### src/rv_consts.svh
`ifndef RV_CONSTS_SVH
`define RV_CONSTS_SVH

`define RV_XLEN      32               // data path width
`define RV_NREGS     32               // architectural registers
`define RV_REG_AW    5                // register index width
`define RV_RESET_PC  32'h0000_0000    // first fetch address
`define RV_ILEN      32               // instruction word width

`endif

### src/core_pkg.sv
package core_pkg;

    typedef enum logic [2:0] {
        ALU_ADD,
        ALU_SUB,
        ALU_AND,
        ALU_OR,
        ALU_XOR,
        ALU_SLT,                // signed compare
        ALU_PASS_B              // non-alu instructions
    } alu_op_e;

    typedef enum logic [1:0] {
        BR_NONE,
        BR_BEQ,
        BR_BNE,
        BR_JAL
    } br_kind_e;

    typedef enum logic [1:0] {
        FWD_REG,                // register file value
        FWD_EX,                 // result now in execute
        FWD_WB                  // result now in writeback
    } fwd_sel_e;

endpackage

### src/isa_pkg.sv
package isa_pkg;

    typedef enum logic [6:0] {
        OPC_OP     = 7'b0110011,    // register-register alu
        OPC_OP_IMM = 7'b0010011,
        OPC_BRANCH = 7'b1100011,
        OPC_JAL    = 7'b1101111
    } opcode_e;

    typedef enum logic [2:0] {
        F3_ADD = 3'b000,            // also sub with alt funct7
        F3_SLT = 3'b010,
        F3_XOR = 3'b100,
        F3_OR  = 3'b110,
        F3_AND = 3'b111
    } alu_f3_e;

    typedef enum logic [2:0] {
        F3_BEQ = 3'b000,
        F3_BNE = 3'b001
    } br_f3_e;

    typedef enum logic [6:0] {
        F7_BASE = 7'b0000000,
        F7_ALT  = 7'b0100000        // selects sub
    } funct7_e;

    typedef struct packed {
        logic [6:0] funct7;
        logic [4:0] rs2;
        logic [4:0] rs1;
        logic [2:0] funct3;
        logic [4:0] rd;
        opcode_e    opcode;
    } r_fmt_t;

    typedef struct packed {
        logic [11:0] imm;
        logic [4:0]  rs1;
        logic [2:0]  funct3;
        logic [4:0]  rd;
        opcode_e     opcode;
    } i_fmt_t;

    typedef struct packed {
        logic       imm12;
        logic [5:0] imm10_5;
        logic [4:0] rs2;
        logic [4:0] rs1;
        logic [2:0] funct3;
        logic [3:0] imm4_1;
        logic       imm11;
        opcode_e    opcode;
    } b_fmt_t;

    typedef struct packed {
        logic       imm20;
        logic [9:0] imm10_1;
        logic       imm11;
        logic [7:0] imm19_12;
        logic [4:0] rd;
        opcode_e    opcode;
    } j_fmt_t;

    // one fetched word, read through whichever format the opcode names
    typedef union packed {
        r_fmt_t r;
        i_fmt_t i;
        b_fmt_t b;
        j_fmt_t j;
    } inst_u;

endpackage

### src/exec_unit.sv
`timescale 1ns/100ps
`include "rv_consts.svh"

module exec_unit import core_pkg::*; (
    input  logic                  clk,
    input  logic                  rst_n_i,
    input  logic                  ex_valid_i,
    input  logic [`RV_XLEN-1:0]   ex_pc_i,
    input  logic [`RV_XLEN-1:0]   ex_a_i,
    input  logic [`RV_XLEN-1:0]   ex_b_i,
    input  logic [`RV_XLEN-1:0]   ex_imm_i,
    input  alu_op_e               ex_alu_op_i,
    input  logic                  ex_use_imm_i,
    input  logic [`RV_REG_AW-1:0] ex_rd_i,
    input  logic                  ex_rd_en_i,
    input  br_kind_e              ex_br_kind_i,
    output logic                  redirect_o,
    output logic [`RV_XLEN-1:0]   redirect_pc_o,
    output logic [`RV_XLEN-1:0]   ex_result_o,
    output logic                  ex_fwd_en_o,
    output logic                  wb_valid_o,
    output logic [`RV_REG_AW-1:0] wb_rd_o,
    output logic [`RV_XLEN-1:0]   wb_result_o
);

    logic [`RV_XLEN-1:0] opnd_b;
    logic [`RV_XLEN-1:0] alu_out;
    logic [`RV_XLEN-1:0] link_pc;
    logic                taken;

    assign opnd_b = ex_use_imm_i ? ex_imm_i : ex_b_i;

    always_comb begin
        case (ex_alu_op_i)
            ALU_ADD:    alu_out = ex_a_i + opnd_b;
            ALU_SUB:    alu_out = ex_a_i - opnd_b;
            ALU_AND:    alu_out = ex_a_i & opnd_b;
            ALU_OR:     alu_out = ex_a_i | opnd_b;
            ALU_XOR:    alu_out = ex_a_i ^ opnd_b;
            ALU_SLT:    alu_out = {{(`RV_XLEN-1){1'b0}}, $signed(ex_a_i) < $signed(opnd_b)};
            ALU_PASS_B: alu_out = opnd_b;
            default:    alu_out = '0;
        endcase
    end

    // branches compare the two register operands, never the immediate
    always_comb begin
        case (ex_br_kind_i)
            BR_BEQ:  taken = (ex_a_i == ex_b_i);
            BR_BNE:  taken = (ex_a_i != ex_b_i);
            BR_JAL:  taken = 1'b1;
            default: taken = 1'b0;
        endcase
    end

    assign link_pc       = ex_pc_i + `RV_XLEN'(4);
    assign redirect_o    = ex_valid_i && taken;
    assign redirect_pc_o = ex_pc_i + ex_imm_i;           // pc-relative target
    assign ex_result_o   = (ex_br_kind_i == BR_JAL) ? link_pc : alu_out;
    assign ex_fwd_en_o   = ex_valid_i && ex_rd_en_i && (ex_rd_i != '0);

    always_ff @(posedge clk or negedge rst_n_i) begin
        if (!rst_n_i) begin
            wb_valid_o <= 1'b0;
        end else begin
            wb_valid_o <= ex_fwd_en_o;                   // x0 writes never retire
        end
    end

    always_ff @(posedge clk) begin
        wb_rd_o     <= ex_rd_i;
        wb_result_o <= ex_result_o;
    end

endmodule

### src/fetch_unit.sv
`timescale 1ns/100ps
`include "rv_consts.svh"

module fetch_unit import isa_pkg::*; (
    input  logic                clk,
    input  logic                rst_n_i,
    input  logic                redirect_i,
    input  logic [`RV_XLEN-1:0] redirect_pc_i,
    input  logic [`RV_ILEN-1:0] inst_i,
    output logic [`RV_XLEN-1:0] pc_o,
    output inst_u               id_inst_o,
    output logic [`RV_XLEN-1:0] id_pc_o,
    output logic                id_valid_o
);

    logic [`RV_XLEN-1:0] pc_q;
    logic [`RV_XLEN-1:0] pc_next;

    assign pc_next = redirect_i ? redirect_pc_i : pc_q + `RV_XLEN'(4);
    assign pc_o    = pc_q;                      // rom answers in the same cycle

    always_ff @(posedge clk or negedge rst_n_i) begin
        if (!rst_n_i) begin
            pc_q       <= `RV_RESET_PC;
            id_valid_o <= 1'b0;
        end else begin
            pc_q       <= pc_next;
            id_valid_o <= !redirect_i;          // wrong-path word dropped
        end
    end

    always_ff @(posedge clk) begin
        id_inst_o <= inst_i;
        id_pc_o   <= pc_q;
    end

endmodule

### src/inst_decoder.sv
`timescale 1ns/100ps
`include "rv_consts.svh"

module inst_decoder import isa_pkg::*, core_pkg::*; (
    input  inst_u                 inst_i,
    output logic [`RV_REG_AW-1:0] rs1_o,
    output logic [`RV_REG_AW-1:0] rs2_o,
    output logic [`RV_REG_AW-1:0] rd_o,
    output logic [`RV_XLEN-1:0]   imm_o,
    output alu_op_e               alu_op_o,
    output logic                  use_imm_o,
    output logic                  rd_en_o,
    output br_kind_e              br_kind_o
);

    always_comb begin
        rs1_o     = inst_i.r.rs1;                // same position in every format
        rs2_o     = inst_i.r.rs2;
        rd_o      = inst_i.r.rd;
        imm_o     = '0;
        alu_op_o  = ALU_PASS_B;
        use_imm_o = 1'b0;
        rd_en_o   = 1'b0;
        br_kind_o = BR_NONE;
        case (inst_i.r.opcode)
            OPC_OP: begin
                rd_en_o = 1'b1;
                case ({inst_i.r.funct7, inst_i.r.funct3})
                    {F7_BASE, F3_ADD}: alu_op_o = ALU_ADD;
                    {F7_ALT,  F3_ADD}: alu_op_o = ALU_SUB;
                    {F7_BASE, F3_SLT}: alu_op_o = ALU_SLT;
                    {F7_BASE, F3_XOR}: alu_op_o = ALU_XOR;
                    {F7_BASE, F3_OR}:  alu_op_o = ALU_OR;
                    {F7_BASE, F3_AND}: alu_op_o = ALU_AND;
                    default:           rd_en_o  = 1'b0;  // shifts, sltu, m ext
                endcase
            end
            OPC_OP_IMM: begin
                imm_o     = {{(`RV_XLEN-12){inst_i.i.imm[11]}}, inst_i.i.imm};
                use_imm_o = 1'b1;
                rd_en_o   = 1'b1;
                case (inst_i.i.funct3)
                    F3_ADD:  alu_op_o = ALU_ADD;
                    F3_XOR:  alu_op_o = ALU_XOR;
                    F3_OR:   alu_op_o = ALU_OR;
                    F3_AND:  alu_op_o = ALU_AND;
                    default: rd_en_o  = 1'b0;            // slti and shifts unsupported
                endcase
            end
            OPC_BRANCH: begin
                imm_o = {{(`RV_XLEN-13){inst_i.b.imm12}}, inst_i.b.imm12, inst_i.b.imm11,
                         inst_i.b.imm10_5, inst_i.b.imm4_1, 1'b0};
                case (inst_i.b.funct3)
                    F3_BEQ:  br_kind_o = BR_BEQ;
                    F3_BNE:  br_kind_o = BR_BNE;
                    default: br_kind_o = BR_NONE;        // blt/bge family
                endcase
            end
            OPC_JAL: begin
                imm_o     = {{(`RV_XLEN-21){inst_i.j.imm20}}, inst_i.j.imm20,
                             inst_i.j.imm19_12, inst_i.j.imm11, inst_i.j.imm10_1, 1'b0};
                rd_en_o   = 1'b1;                        // link register
                br_kind_o = BR_JAL;
            end
            default: ;                                   // executes as a nop
        endcase
    end

endmodule

### src/issue_stage.sv
`timescale 1ns/100ps
`include "rv_consts.svh"

module issue_stage import core_pkg::*; (
    input  logic                  clk,
    input  logic                  rst_n_i,
    input  logic                  id_valid_i,
    input  logic [`RV_XLEN-1:0]   id_pc_i,
    input  logic [`RV_REG_AW-1:0] rs1_i,
    input  logic [`RV_REG_AW-1:0] rs2_i,
    input  logic [`RV_XLEN-1:0]   rs1_data_i,
    input  logic [`RV_XLEN-1:0]   rs2_data_i,
    input  logic [`RV_XLEN-1:0]   imm_i,
    input  alu_op_e               alu_op_i,
    input  logic                  use_imm_i,
    input  logic [`RV_REG_AW-1:0] rd_i,
    input  logic                  rd_en_i,
    input  br_kind_e              br_kind_i,
    input  logic                  flush_i,
    input  logic [`RV_REG_AW-1:0] ex_rd_i,
    input  logic                  ex_rd_en_i,
    input  logic [`RV_XLEN-1:0]   ex_result_i,
    input  logic [`RV_REG_AW-1:0] wb_rd_i,
    input  logic                  wb_rd_en_i,
    input  logic [`RV_XLEN-1:0]   wb_result_i,
    output logic                  ex_valid_o,
    output logic [`RV_XLEN-1:0]   ex_pc_o,
    output logic [`RV_XLEN-1:0]   ex_a_o,
    output logic [`RV_XLEN-1:0]   ex_b_o,
    output logic [`RV_XLEN-1:0]   ex_imm_o,
    output alu_op_e               ex_alu_op_o,
    output logic                  ex_use_imm_o,
    output logic [`RV_REG_AW-1:0] ex_rd_o,
    output logic                  ex_rd_en_o,
    output br_kind_e              ex_br_kind_o
);

    fwd_sel_e            sel_a;
    fwd_sel_e            sel_b;
    logic [`RV_XLEN-1:0] opnd_a;
    logic [`RV_XLEN-1:0] opnd_b;

    // youngest producer wins
    function automatic fwd_sel_e pick_src(input logic [`RV_REG_AW-1:0] idx);
        if (idx != '0 && ex_rd_en_i && idx == ex_rd_i)
            return FWD_EX;
        if (idx != '0 && wb_rd_en_i && idx == wb_rd_i)
            return FWD_WB;
        return FWD_REG;
    endfunction

    function automatic logic [`RV_XLEN-1:0] fwd_mux(input fwd_sel_e sel,
                                                    input logic [`RV_XLEN-1:0] reg_data);
        case (sel)
            FWD_EX:  return ex_result_i;
            FWD_WB:  return wb_result_i;
            default: return reg_data;
        endcase
    endfunction

    always_comb begin
        sel_a  = pick_src(rs1_i);
        sel_b  = pick_src(rs2_i);
        opnd_a = fwd_mux(sel_a, rs1_data_i);
        opnd_b = fwd_mux(sel_b, rs2_data_i);
    end

    always_ff @(posedge clk or negedge rst_n_i) begin
        if (!rst_n_i) begin
            ex_valid_o   <= 1'b0;
            ex_rd_en_o   <= 1'b0;
            ex_br_kind_o <= BR_NONE;
        end else begin
            ex_valid_o   <= id_valid_i && !flush_i;   // shadow of a taken transfer
            ex_rd_en_o   <= rd_en_i;
            ex_br_kind_o <= br_kind_i;
        end
    end

    always_ff @(posedge clk) begin
        ex_pc_o      <= id_pc_i;
        ex_a_o       <= opnd_a;
        ex_b_o       <= opnd_b;
        ex_imm_o     <= imm_i;
        ex_alu_op_o  <= alu_op_i;
        ex_use_imm_o <= use_imm_i;
        ex_rd_o      <= rd_i;
    end

endmodule

### src/regfile.sv
`timescale 1ns/100ps
`include "rv_consts.svh"

module regfile (
    input  logic                  clk,
    input  logic                  rst_n_i,
    input  logic [`RV_REG_AW-1:0] rs1_i,
    input  logic [`RV_REG_AW-1:0] rs2_i,
    output logic [`RV_XLEN-1:0]   rs1_data_o,
    output logic [`RV_XLEN-1:0]   rs2_data_o,
    input  logic                  we_i,
    input  logic [`RV_REG_AW-1:0] wd_idx_i,
    input  logic [`RV_XLEN-1:0]   wd_data_i
);

    logic [`RV_XLEN-1:0] regs_q [`RV_NREGS];

    // x0 reads zero, a write in flight is seen at once
    function automatic logic [`RV_XLEN-1:0] read_port(input logic [`RV_REG_AW-1:0] idx);
        if (idx == '0)
            return '0;
        if (we_i && idx == wd_idx_i)
            return wd_data_i;
        return regs_q[idx];
    endfunction

    always_ff @(posedge clk or negedge rst_n_i) begin
        if (!rst_n_i) begin
            for (int i = 0; i < `RV_NREGS; i++) begin
                regs_q[i] <= '0;
            end
        end else if (we_i && wd_idx_i != '0) begin
            regs_q[wd_idx_i] <= wd_data_i;
        end
    end

    always_comb begin
        rs1_data_o = read_port(rs1_i);
        rs2_data_o = read_port(rs2_i);
    end

endmodule

### src/rv_core_top.sv
`timescale 1ns/100ps
`include "rv_consts.svh"

module rv_core_top import isa_pkg::*, core_pkg::*; (
    input  logic                  clk,
    input  logic                  rst_n_i,
    input  logic [`RV_ILEN-1:0]   inst_i,
    output logic [`RV_XLEN-1:0]   pc_o,
    output logic                  wb_valid_o,
    output logic [`RV_REG_AW-1:0] wb_rd_o,
    output logic [`RV_XLEN-1:0]   wb_data_o
);

    // fetch to decode
    logic                  redirect;
    logic [`RV_XLEN-1:0]   redirect_pc;
    inst_u                 id_inst;
    logic [`RV_XLEN-1:0]   id_pc;
    logic                  id_valid;
    // decode outputs
    logic [`RV_REG_AW-1:0] id_rs1;
    logic [`RV_REG_AW-1:0] id_rs2;
    logic [`RV_REG_AW-1:0] id_rd;
    logic [`RV_XLEN-1:0]   id_imm;
    alu_op_e               id_alu_op;
    logic                  id_use_imm;
    logic                  id_rd_en;
    br_kind_e              id_br_kind;
    logic [`RV_XLEN-1:0]   rs1_data;
    logic [`RV_XLEN-1:0]   rs2_data;
    // execute stage
    logic                  ex_valid;
    logic [`RV_XLEN-1:0]   ex_pc;
    logic [`RV_XLEN-1:0]   ex_a;
    logic [`RV_XLEN-1:0]   ex_b;
    logic [`RV_XLEN-1:0]   ex_imm;
    alu_op_e               ex_alu_op;
    logic                  ex_use_imm;
    logic [`RV_REG_AW-1:0] ex_rd;
    logic                  ex_rd_en;
    br_kind_e              ex_br_kind;
    logic [`RV_XLEN-1:0]   ex_result;
    logic                  ex_fwd_en;

    fetch_unit u_fetch_unit (
        .clk           (clk         ),
        .rst_n_i       (rst_n_i     ),
        .redirect_i    (redirect    ),
        .redirect_pc_i (redirect_pc ),
        .inst_i        (inst_i      ),
        .pc_o          (pc_o        ),
        .id_inst_o     (id_inst     ),
        .id_pc_o       (id_pc       ),
        .id_valid_o    (id_valid    )
    );

    inst_decoder u_inst_decoder (
        .inst_i        (id_inst     ),
        .rs1_o         (id_rs1      ),
        .rs2_o         (id_rs2      ),
        .rd_o          (id_rd       ),
        .imm_o         (id_imm      ),
        .alu_op_o      (id_alu_op   ),
        .use_imm_o     (id_use_imm  ),
        .rd_en_o       (id_rd_en    ),
        .br_kind_o     (id_br_kind  )
    );

    regfile u_regfile (
        .clk           (clk         ),
        .rst_n_i       (rst_n_i     ),
        .rs1_i         (id_rs1      ),
        .rs2_i         (id_rs2      ),
        .rs1_data_o    (rs1_data    ),
        .rs2_data_o    (rs2_data    ),
        .we_i          (wb_valid_o  ),
        .wd_idx_i      (wb_rd_o     ),
        .wd_data_i     (wb_data_o   )
    );

    issue_stage u_issue_stage (
        .clk           (clk         ),
        .rst_n_i       (rst_n_i     ),
        .id_valid_i    (id_valid    ),
        .id_pc_i       (id_pc       ),
        .rs1_i         (id_rs1      ),
        .rs2_i         (id_rs2      ),
        .rs1_data_i    (rs1_data    ),
        .rs2_data_i    (rs2_data    ),
        .imm_i         (id_imm      ),
        .alu_op_i      (id_alu_op   ),
        .use_imm_i     (id_use_imm  ),
        .rd_i          (id_rd       ),
        .rd_en_i       (id_rd_en    ),
        .br_kind_i     (id_br_kind  ),
        .flush_i       (redirect    ),
        .ex_rd_i       (ex_rd       ),
        .ex_rd_en_i    (ex_fwd_en   ),
        .ex_result_i   (ex_result   ),
        .wb_rd_i       (wb_rd_o     ),
        .wb_rd_en_i    (wb_valid_o  ),
        .wb_result_i   (wb_data_o   ),
        .ex_valid_o    (ex_valid    ),
        .ex_pc_o       (ex_pc       ),
        .ex_a_o        (ex_a        ),
        .ex_b_o        (ex_b        ),
        .ex_imm_o      (ex_imm      ),
        .ex_alu_op_o   (ex_alu_op   ),
        .ex_use_imm_o  (ex_use_imm  ),
        .ex_rd_o       (ex_rd       ),
        .ex_rd_en_o    (ex_rd_en    ),
        .ex_br_kind_o  (ex_br_kind  )
    );

    exec_unit u_exec_unit (
        .clk           (clk         ),
        .rst_n_i       (rst_n_i     ),
        .ex_valid_i    (ex_valid    ),
        .ex_pc_i       (ex_pc       ),
        .ex_a_i        (ex_a        ),
        .ex_b_i        (ex_b        ),
        .ex_imm_i      (ex_imm      ),
        .ex_alu_op_i   (ex_alu_op   ),
        .ex_use_imm_i  (ex_use_imm  ),
        .ex_rd_i       (ex_rd       ),
        .ex_rd_en_i    (ex_rd_en    ),
        .ex_br_kind_i  (ex_br_kind  ),
        .redirect_o    (redirect    ),
        .redirect_pc_o (redirect_pc ),
        .ex_result_o   (ex_result   ),
        .ex_fwd_en_o   (ex_fwd_en   ),
        .wb_valid_o    (wb_valid_o  ),
        .wb_rd_o       (wb_rd_o     ),
        .wb_result_o   (wb_data_o   )
    );

endmodule

### config.mk
export PLATFORM = sky130hd
export DESIGN_NAME = rv_core_top
export DESIGN_NICKNAME = d
export VERILOG_FILES = /design/src/core_pkg.sv /design/src/isa_pkg.sv /design/src/exec_unit.sv /design/src/fetch_unit.sv /design/src/inst_decoder.sv /design/src/issue_stage.sv /design/src/regfile.sv /design/src/rv_core_top.sv
export VERILOG_INCLUDE_DIRS = /design/src
export SDC_FILE = /design/constraint.sdc
export NUM_CORES = 2
export LEC_CHECK = 0
export CELL_PAD_IN_SITES_DETAIL_PLACEMENT = 0
export CELL_PAD_IN_SITES_GLOBAL_PLACEMENT = 1
export CORE_MARGIN = 1
export CORE_UTILIZATION = 25
export DETAILED_ROUTE_END_ITERATION = 12
export DONT_BUFFER_PORTS = 1
export GPL_ROUTABILITY_DRIVEN = 0
export GPL_TIMING_DRIVEN = 1
export PLACE_DENSITY_LB_ADDON = 0.1
export SLEW_MARGIN = 20
export SYNTH_ARGS = -nofsm -noshare
export SYNTH_HDL_FRONTEND = slang
export SYNTH_HIERARCHICAL = 1
export SYNTH_SLANG_ARGS = --single-unit
### constraint.sdc
create_clock -name clk -period 9.35 [get_ports clk]
set_input_delay 0 -clock clk [delete_from_list [all_inputs] [get_ports clk]]
set_output_delay 0 -clock clk [all_outputs]
set_load 0.03 [all_outputs]
After elaboration in Yosys (flattened, before gate mapping)
Cells that the tools add are included.
- register bits: 1300
- input port bits: 34
- output and inout port bits: 70
- add/subtract/negate cells: 5
- order comparisons: 5
- equality and inequality tests: 32
- muxes and demuxes: 54
- bitwise operators: 6
- reductions and logical operators: 28
- operators with widths (cell ; number):
    $bwmux W1024 ; 1
    $mux W32 ; 16
    $bmux W32 S5 ; 2
    $pmux W32 S7 ; 1
    $demux W32 S5 ; 1
    $pmux W32 S2 ; 2
    $pmux W32 S3 ; 1
    $add A32 B3 Y32 const B ; 2
    $add A32 B32 Y32 ; 2
    $and A32 B32 Y32 ; 1
    $eq A32 B32 Y1 ; 1
    $lt A32 B32 Y1 ; 1
    $ne A32 B32 Y1 ; 1
    $or A32 B32 Y32 ; 1
    $sub A32 B32 Y32 ; 1
    $xor A32 B32 Y32 ; 1
    $eq A10 B3 Y1 const B ; 3
    $eq A5 B5 Y1 ; 4
    $reduce_bool A5 Y1 ; 4
    $eq A3 B3 Y1 const B ; 6
    $ge A6 B6 Y1 const B ; 3
    $not A5 Y6 ; 3
    $pmux W3 S6 ; 1
    $logic_and A1 B1 Y1 ; 16
    other kinds (22) ; 55

Depth between registers and ports, before layout
- word-level depth: 10
- depth in mapped cells: 19
- mapped depth without buffers: 16

Cells and area by module
The synthesis kept the hierarchy.
- modules (own cells, without submodules) (module ; times used ; cells an instance ; area each (µm²) ; seq. area each (µm²)):
    regfile ; 1 ; 3920 ; 55988.7 ; 25624.6
    exec_unit ; 1 ; 1338 ; 9572.9 ; 765.7
    issue_stage ; 1 ; 478 ; 4758.3 ; 2842.7
    fetch_unit ; 1 ; 252 ; 3045.4 ; 2107.0
    inst_decoder ; 1 ; 93 ; 634.4 ; 0.0

Worst setup path after synthesis
No wires, ideal clock.
- path kind: flip-flop to flip-flop
- start point: register u_issue_stage.ex_use_imm_o
- end point: register u_issue_stage.ex_a_o[30]
- setup time: 74 ps
- arrival time: 4745 ps
- slack: 4531 ps
- stages on the path, launching flop included: 20
- path buffers: 3
- clock period less this slack: 4819 ps
- cell sequence: dfxtp_1 -> clkbuf_1 -> clkbuf_1 -> buf_1 -> mux2i_1 -> inv_1 -> ha_1 -> fa_1 -> o21bai_1 -> a221oi_1 -> o311ai_2 -> a41oi_2 -> o31ai_2 -> a41o_1 -> a21oi_1 -> o2111ai_1 -> mux2i_1 -> a211oi_1 -> nor3_1 -> a31oi_1
- longest elaborated chain between the ends: 5
- RTL lines (element ; RTL line ; source):
    start, declared ; issue_stage.sv:32 ; output logic ex_use_imm_o,
    start signal, assigned ; issue_stage.sv:86 ; ex_use_imm_o <= use_imm_i;
    $mux W32 * ; exec_unit.sv:31 ; assign opnd_b = ex_use_imm_i ? ex_imm_i : ex_b_i;
    $sub A32 B32 Y32 (tied with other cells) ; exec_unit.sv:36 ; ALU_SUB: alu_out = ex_a_i - opnd_b;
    $pmux W32 S7 * ; exec_unit.sv:34 ; case (ex_alu_op_i)
    $mux W32 * ; exec_unit.sv:59 ; assign ex_result_o = (ex_br_kind_i == BR_JAL) ? link_pc : alu_out;
    named net ex_result[30] ; rv_core_top.sv:42 ; logic [`RV_XLEN-1:0] ex_result;
    $pmux W32 S2 * ; issue_stage.sv:54 ; case (sel)
    named net u_issue_stage.opnd_a[30] ; issue_stage.sv:40 ; logic [`RV_XLEN-1:0] opnd_a;
    end signal, assigned ; issue_stage.sv:82 ; ex_a_o <= opnd_a;
    end, declared ; issue_stage.sv:28 ; output logic [`RV_XLEN-1:0] ex_a_o,
The timed path passes the listed nets; every way through them passes the cells marked *.
A chain may end at the register's enable or synchronous reset.

Final worst setup path
Same ends and word-level chain as after synthesis.

==> results.md <==
- Status: complete, but fails checks
- Violated checks: design-rule violations
- Postcts setup bufs: 0
- Port bufs: 0
- Die ar.: approximately 300000 µm²
- Power density cells: between 150 and 200 nW/µm²
- Worst Hold Class: input port to flip-flop
- Share of cells above drive strength 1: about a third
- Num CTS Buffers: roughly 170
- Main synth FF type: dfrtp_1
- Seq/Total Area, Yosys: ~42%
- Routed vias: 53300
- Setup_tns: 0 ns
- Nets@finish: between 6000 and 7000
- Worst Setup End Kind: flip-flop
- Largest cells by area after synthesis: dfrtp_1 (36%), mux2_2 (17%), mux4_2 (11%)
- Fin crit share: between 60 and 70%
- Post-Syn Area per Cell: roughly 12 µm²
- Clock slew at reported path FFs: 0.06 ns
- Worst-Margin Slew: approximately 1.4 ns
- DRT antenna net count: 0
- Total core area: 294000 µm²
- Multi-input logic area: 39500 µm²
- Row cnt: 199
- Non-filler cells, final: 9986
- CTS tree: built
- CP Max Fanout: 32
- Final total power: around 15 mW
- Reg area: 31400 µm²
- Initial antenna violation count: 26
- Hold Violations, Final: 0
- Final min period: ~5.7 ns
- Die height: about 550 µm
- Tot GR Track Use: around 23%
- Hold_buf cts: 68
- Cells after Synth: around 6100
- Largest net degree at the start of global routing: approximately 140
- Cell Area, Synth: 74000 µm²
- Drt wl/cell: around 34 µm
- Cells along the critical path: buf_4, mux2i_1, inv_1, ha_1, fa_1, o21bai_1, a221oi_1, o311ai_2, a41oi_2, o31ai_2, a41o_1, a21oi_1, o2111ai_1, mux2i_1, a211oi_1, nor3_1, a31oi_1
- Router iterations before antenna repair: 9
- Starting Density: about a quarter
- Critical Path Max Stage Delay: around 0.58 ns
- Clk Latency, worst-skew pair: ~0.9 ns
- Dpl cells: roughly 9600
- Max Cap Viol: 0
- Critical Path Most Common Cell: mux2i_1
- Resize count post-CTS: 0
- Clock Root Buffer: clkbuf_16
- Max transition margin: about 3.5%
- Synth-to-Final Area Change: 13.9%
- Setup-failing EPs final: 0
- Post-route DRC: between 40 and 50
- Number of global-route vias before repair: approximately 55000
- Commonest cells post-synth: mux2_2 (1111), dfrtp_1 (1062), mux4_2 (365)
- Startpoint types: flip-flop
- Clock buffer depth: 4
- Post-synth EDFFs: 0
- Synth top area share: 35.9%
- #FFs+latches synth: 1300
- Asr flop ratio synth: about four fifths
- Most frequent cell after synthesis: mux2_2
- Post-Syn Nets: around 6300
- Static Leak: about 37 nW
- Crit-path slowest cell: buf_4
- Htree depth: 4
- WP data arrival: roughly 6.4 ns
- Vias per cell: 5.34
- DP HPWL: 218000 µm
- Worst vdd ir: 0.000114 V
- Yosys top cell by area: dfrtp_1
- Starting DRT DRC Count: approximately 4000
- Slew Viols, Final: 0
- Peak Freq: approximately 180 MHz
- Clock Sinks: 1300
- Global route overflow: 0
- RSZ-0062 raised after global routing: no
- Fillcell total: approximately 30000
- WL final: roughly 340000 µm
- Yosys warning total: 6
- Critical Path RT: 10.10 ns
- Synth unique cells: between 100 and 150
- Setup CP Type: flip-flop to flip-flop
- Skew final: 0.0618 ns
- First-pass GRT wire length: about 470000 µm
- Die width: approximately 550 µm
- IO Pins: 104
stage by stage:
| stage | setup slack [ns] | hold slack (ns) | cell area (µm²) | util, % |
|---|---|---|---|---|
| after floorplan | 4.53 | -0.296 | 74000 | - |
| after global placement | 3.75 | -0.272 | 77800 | 26.4 |
| after detailed placement | 3.81 | -0.271 | 77900 | 26.5 |
| after CTS | 3.73 | 0.172 | 84300 | 28.7 |
| after global routing | 3.50 | 0.235 | 84300 | 28.7 |
| final | 3.68 | 0.249 | 84300 | 28.7 |
cell families after synthesis:
logic type | share of synthesized area (%)
simple gates | 6.80
xor+xnor | 1.87
compound gates | 9.41
buf+inv | 4.88
flops | 42.4
mux | 32.0
fa+ha+maj | 2.74
state kept, by name, indices dropped and copies added, names as in the netlist, 32 cells and up:
signal	count
u_issue_stage/ex_imm_o	32
u_fetch_unit/id_pc_o	32
u_fetch_unit/id_inst_o	32
u_exec_unit/wb_result_o	32
u_issue_stage/ex_b_o	32
u_regfile/regs_q	1024
u_fetch_unit/pc_o	32
u_issue_stage/ex_a_o	32
u_issue_stage/ex_pc_o	32
metal layers:
layer | GRT usage [%] | share of wire [%]
met5 | 0 | 0.011
met4 | 6.64 | 3.0
met3 | 3.47 | 4.9
met2 | 36.2 | 46
met1 | 31.2 | 46
cell type report:
type,instances,share of cell area [%]
Multi-Input combinational cell,4075,46.8
Sequential cell,1300,37.3
Timing Repair Buffer,254,2.81
Clock inverter,48,0.613
Inverter,121,0.539
Clock buffer,262,6.11
Antenna cell,7,0.0208
Tap cell,3919,5.82
report_power, final:
part	leakage (nW)	internal, mW	switching, mW
Combinational	17.4	0.576	1.18
Sequential	16.8	5.77	0.418
Clock	2.81	3.99	2.78
worst max-delay path, delay by kind of cell (launching register included):
family          cells  cell delay, ns
buf+inv             2            0.68
mux                 2            0.51
flops               1            0.31
simple gates        1            0.14
fa+ha+maj           2            0.66
compound gates     10            3.22
placed cells by master, fill, tap and decap left out, types with 18 or more instances in the layout:
cell	instances
mux2_2	1111
dfrtp_1	1062
mux4_2	365
mux2i_1	290
nor2_1	203
dfxtp_1	192
nor3_1	188
clkbuf_16	177
buf_4	171
o21ai_0	168
ha_1	157
nand2_1	155
o22ai_1	148
a21oi_1	134
nand3_1	116
inv_1	114
xnor2_1	114
a31oi_1	91
dlygate4sd3_1	66
a221oi_1	55
a211oi_1	53
clkbuf_1	45
xor2_1	44
clkbuf_8	40
o21ai_1	36
nand2b_1	36
dfxtp_2	36
a21o_1	34
nor4_1	33
nor2b_1	30
clkinv_2	29
nand4_1	29
a211o_1	27
a22oi_1	27
a221o_1	23
or3_1	21
nor2_4	20
nor3b_1	19
o21bai_1	18
worst paths after layout:
| path | end | slack (ns) | cells after the start | startpoint |
|---|---|---|---|---|
| worst max register to register | u_issue_stage/ex_a_o[30] | 3.68 | 17 | u_issue_stage/ex_use_imm_o |
| worst max-delay path | u_issue_stage/ex_a_o[30] | 3.68 | 17 | u_issue_stage/ex_use_imm_o |
| max in group asynchronous | u_regfile/regs_q[523] | 6.34 | 7 | rst_n_i |
| worst min register to register | u_issue_stage/ex_pc_o[2] | 0.32 | 0 | u_fetch_unit/id_pc_o[2] |
| min in group asynchronous | u_fetch_unit/pc_o[27] | 0.36 | 4 | rst_n_i |
| worst min-delay path | u_fetch_unit/id_inst_o[2] | 0.25 | 2 | inst_i[2] |
Note: power is estimated with default switching activity, not from simulation.
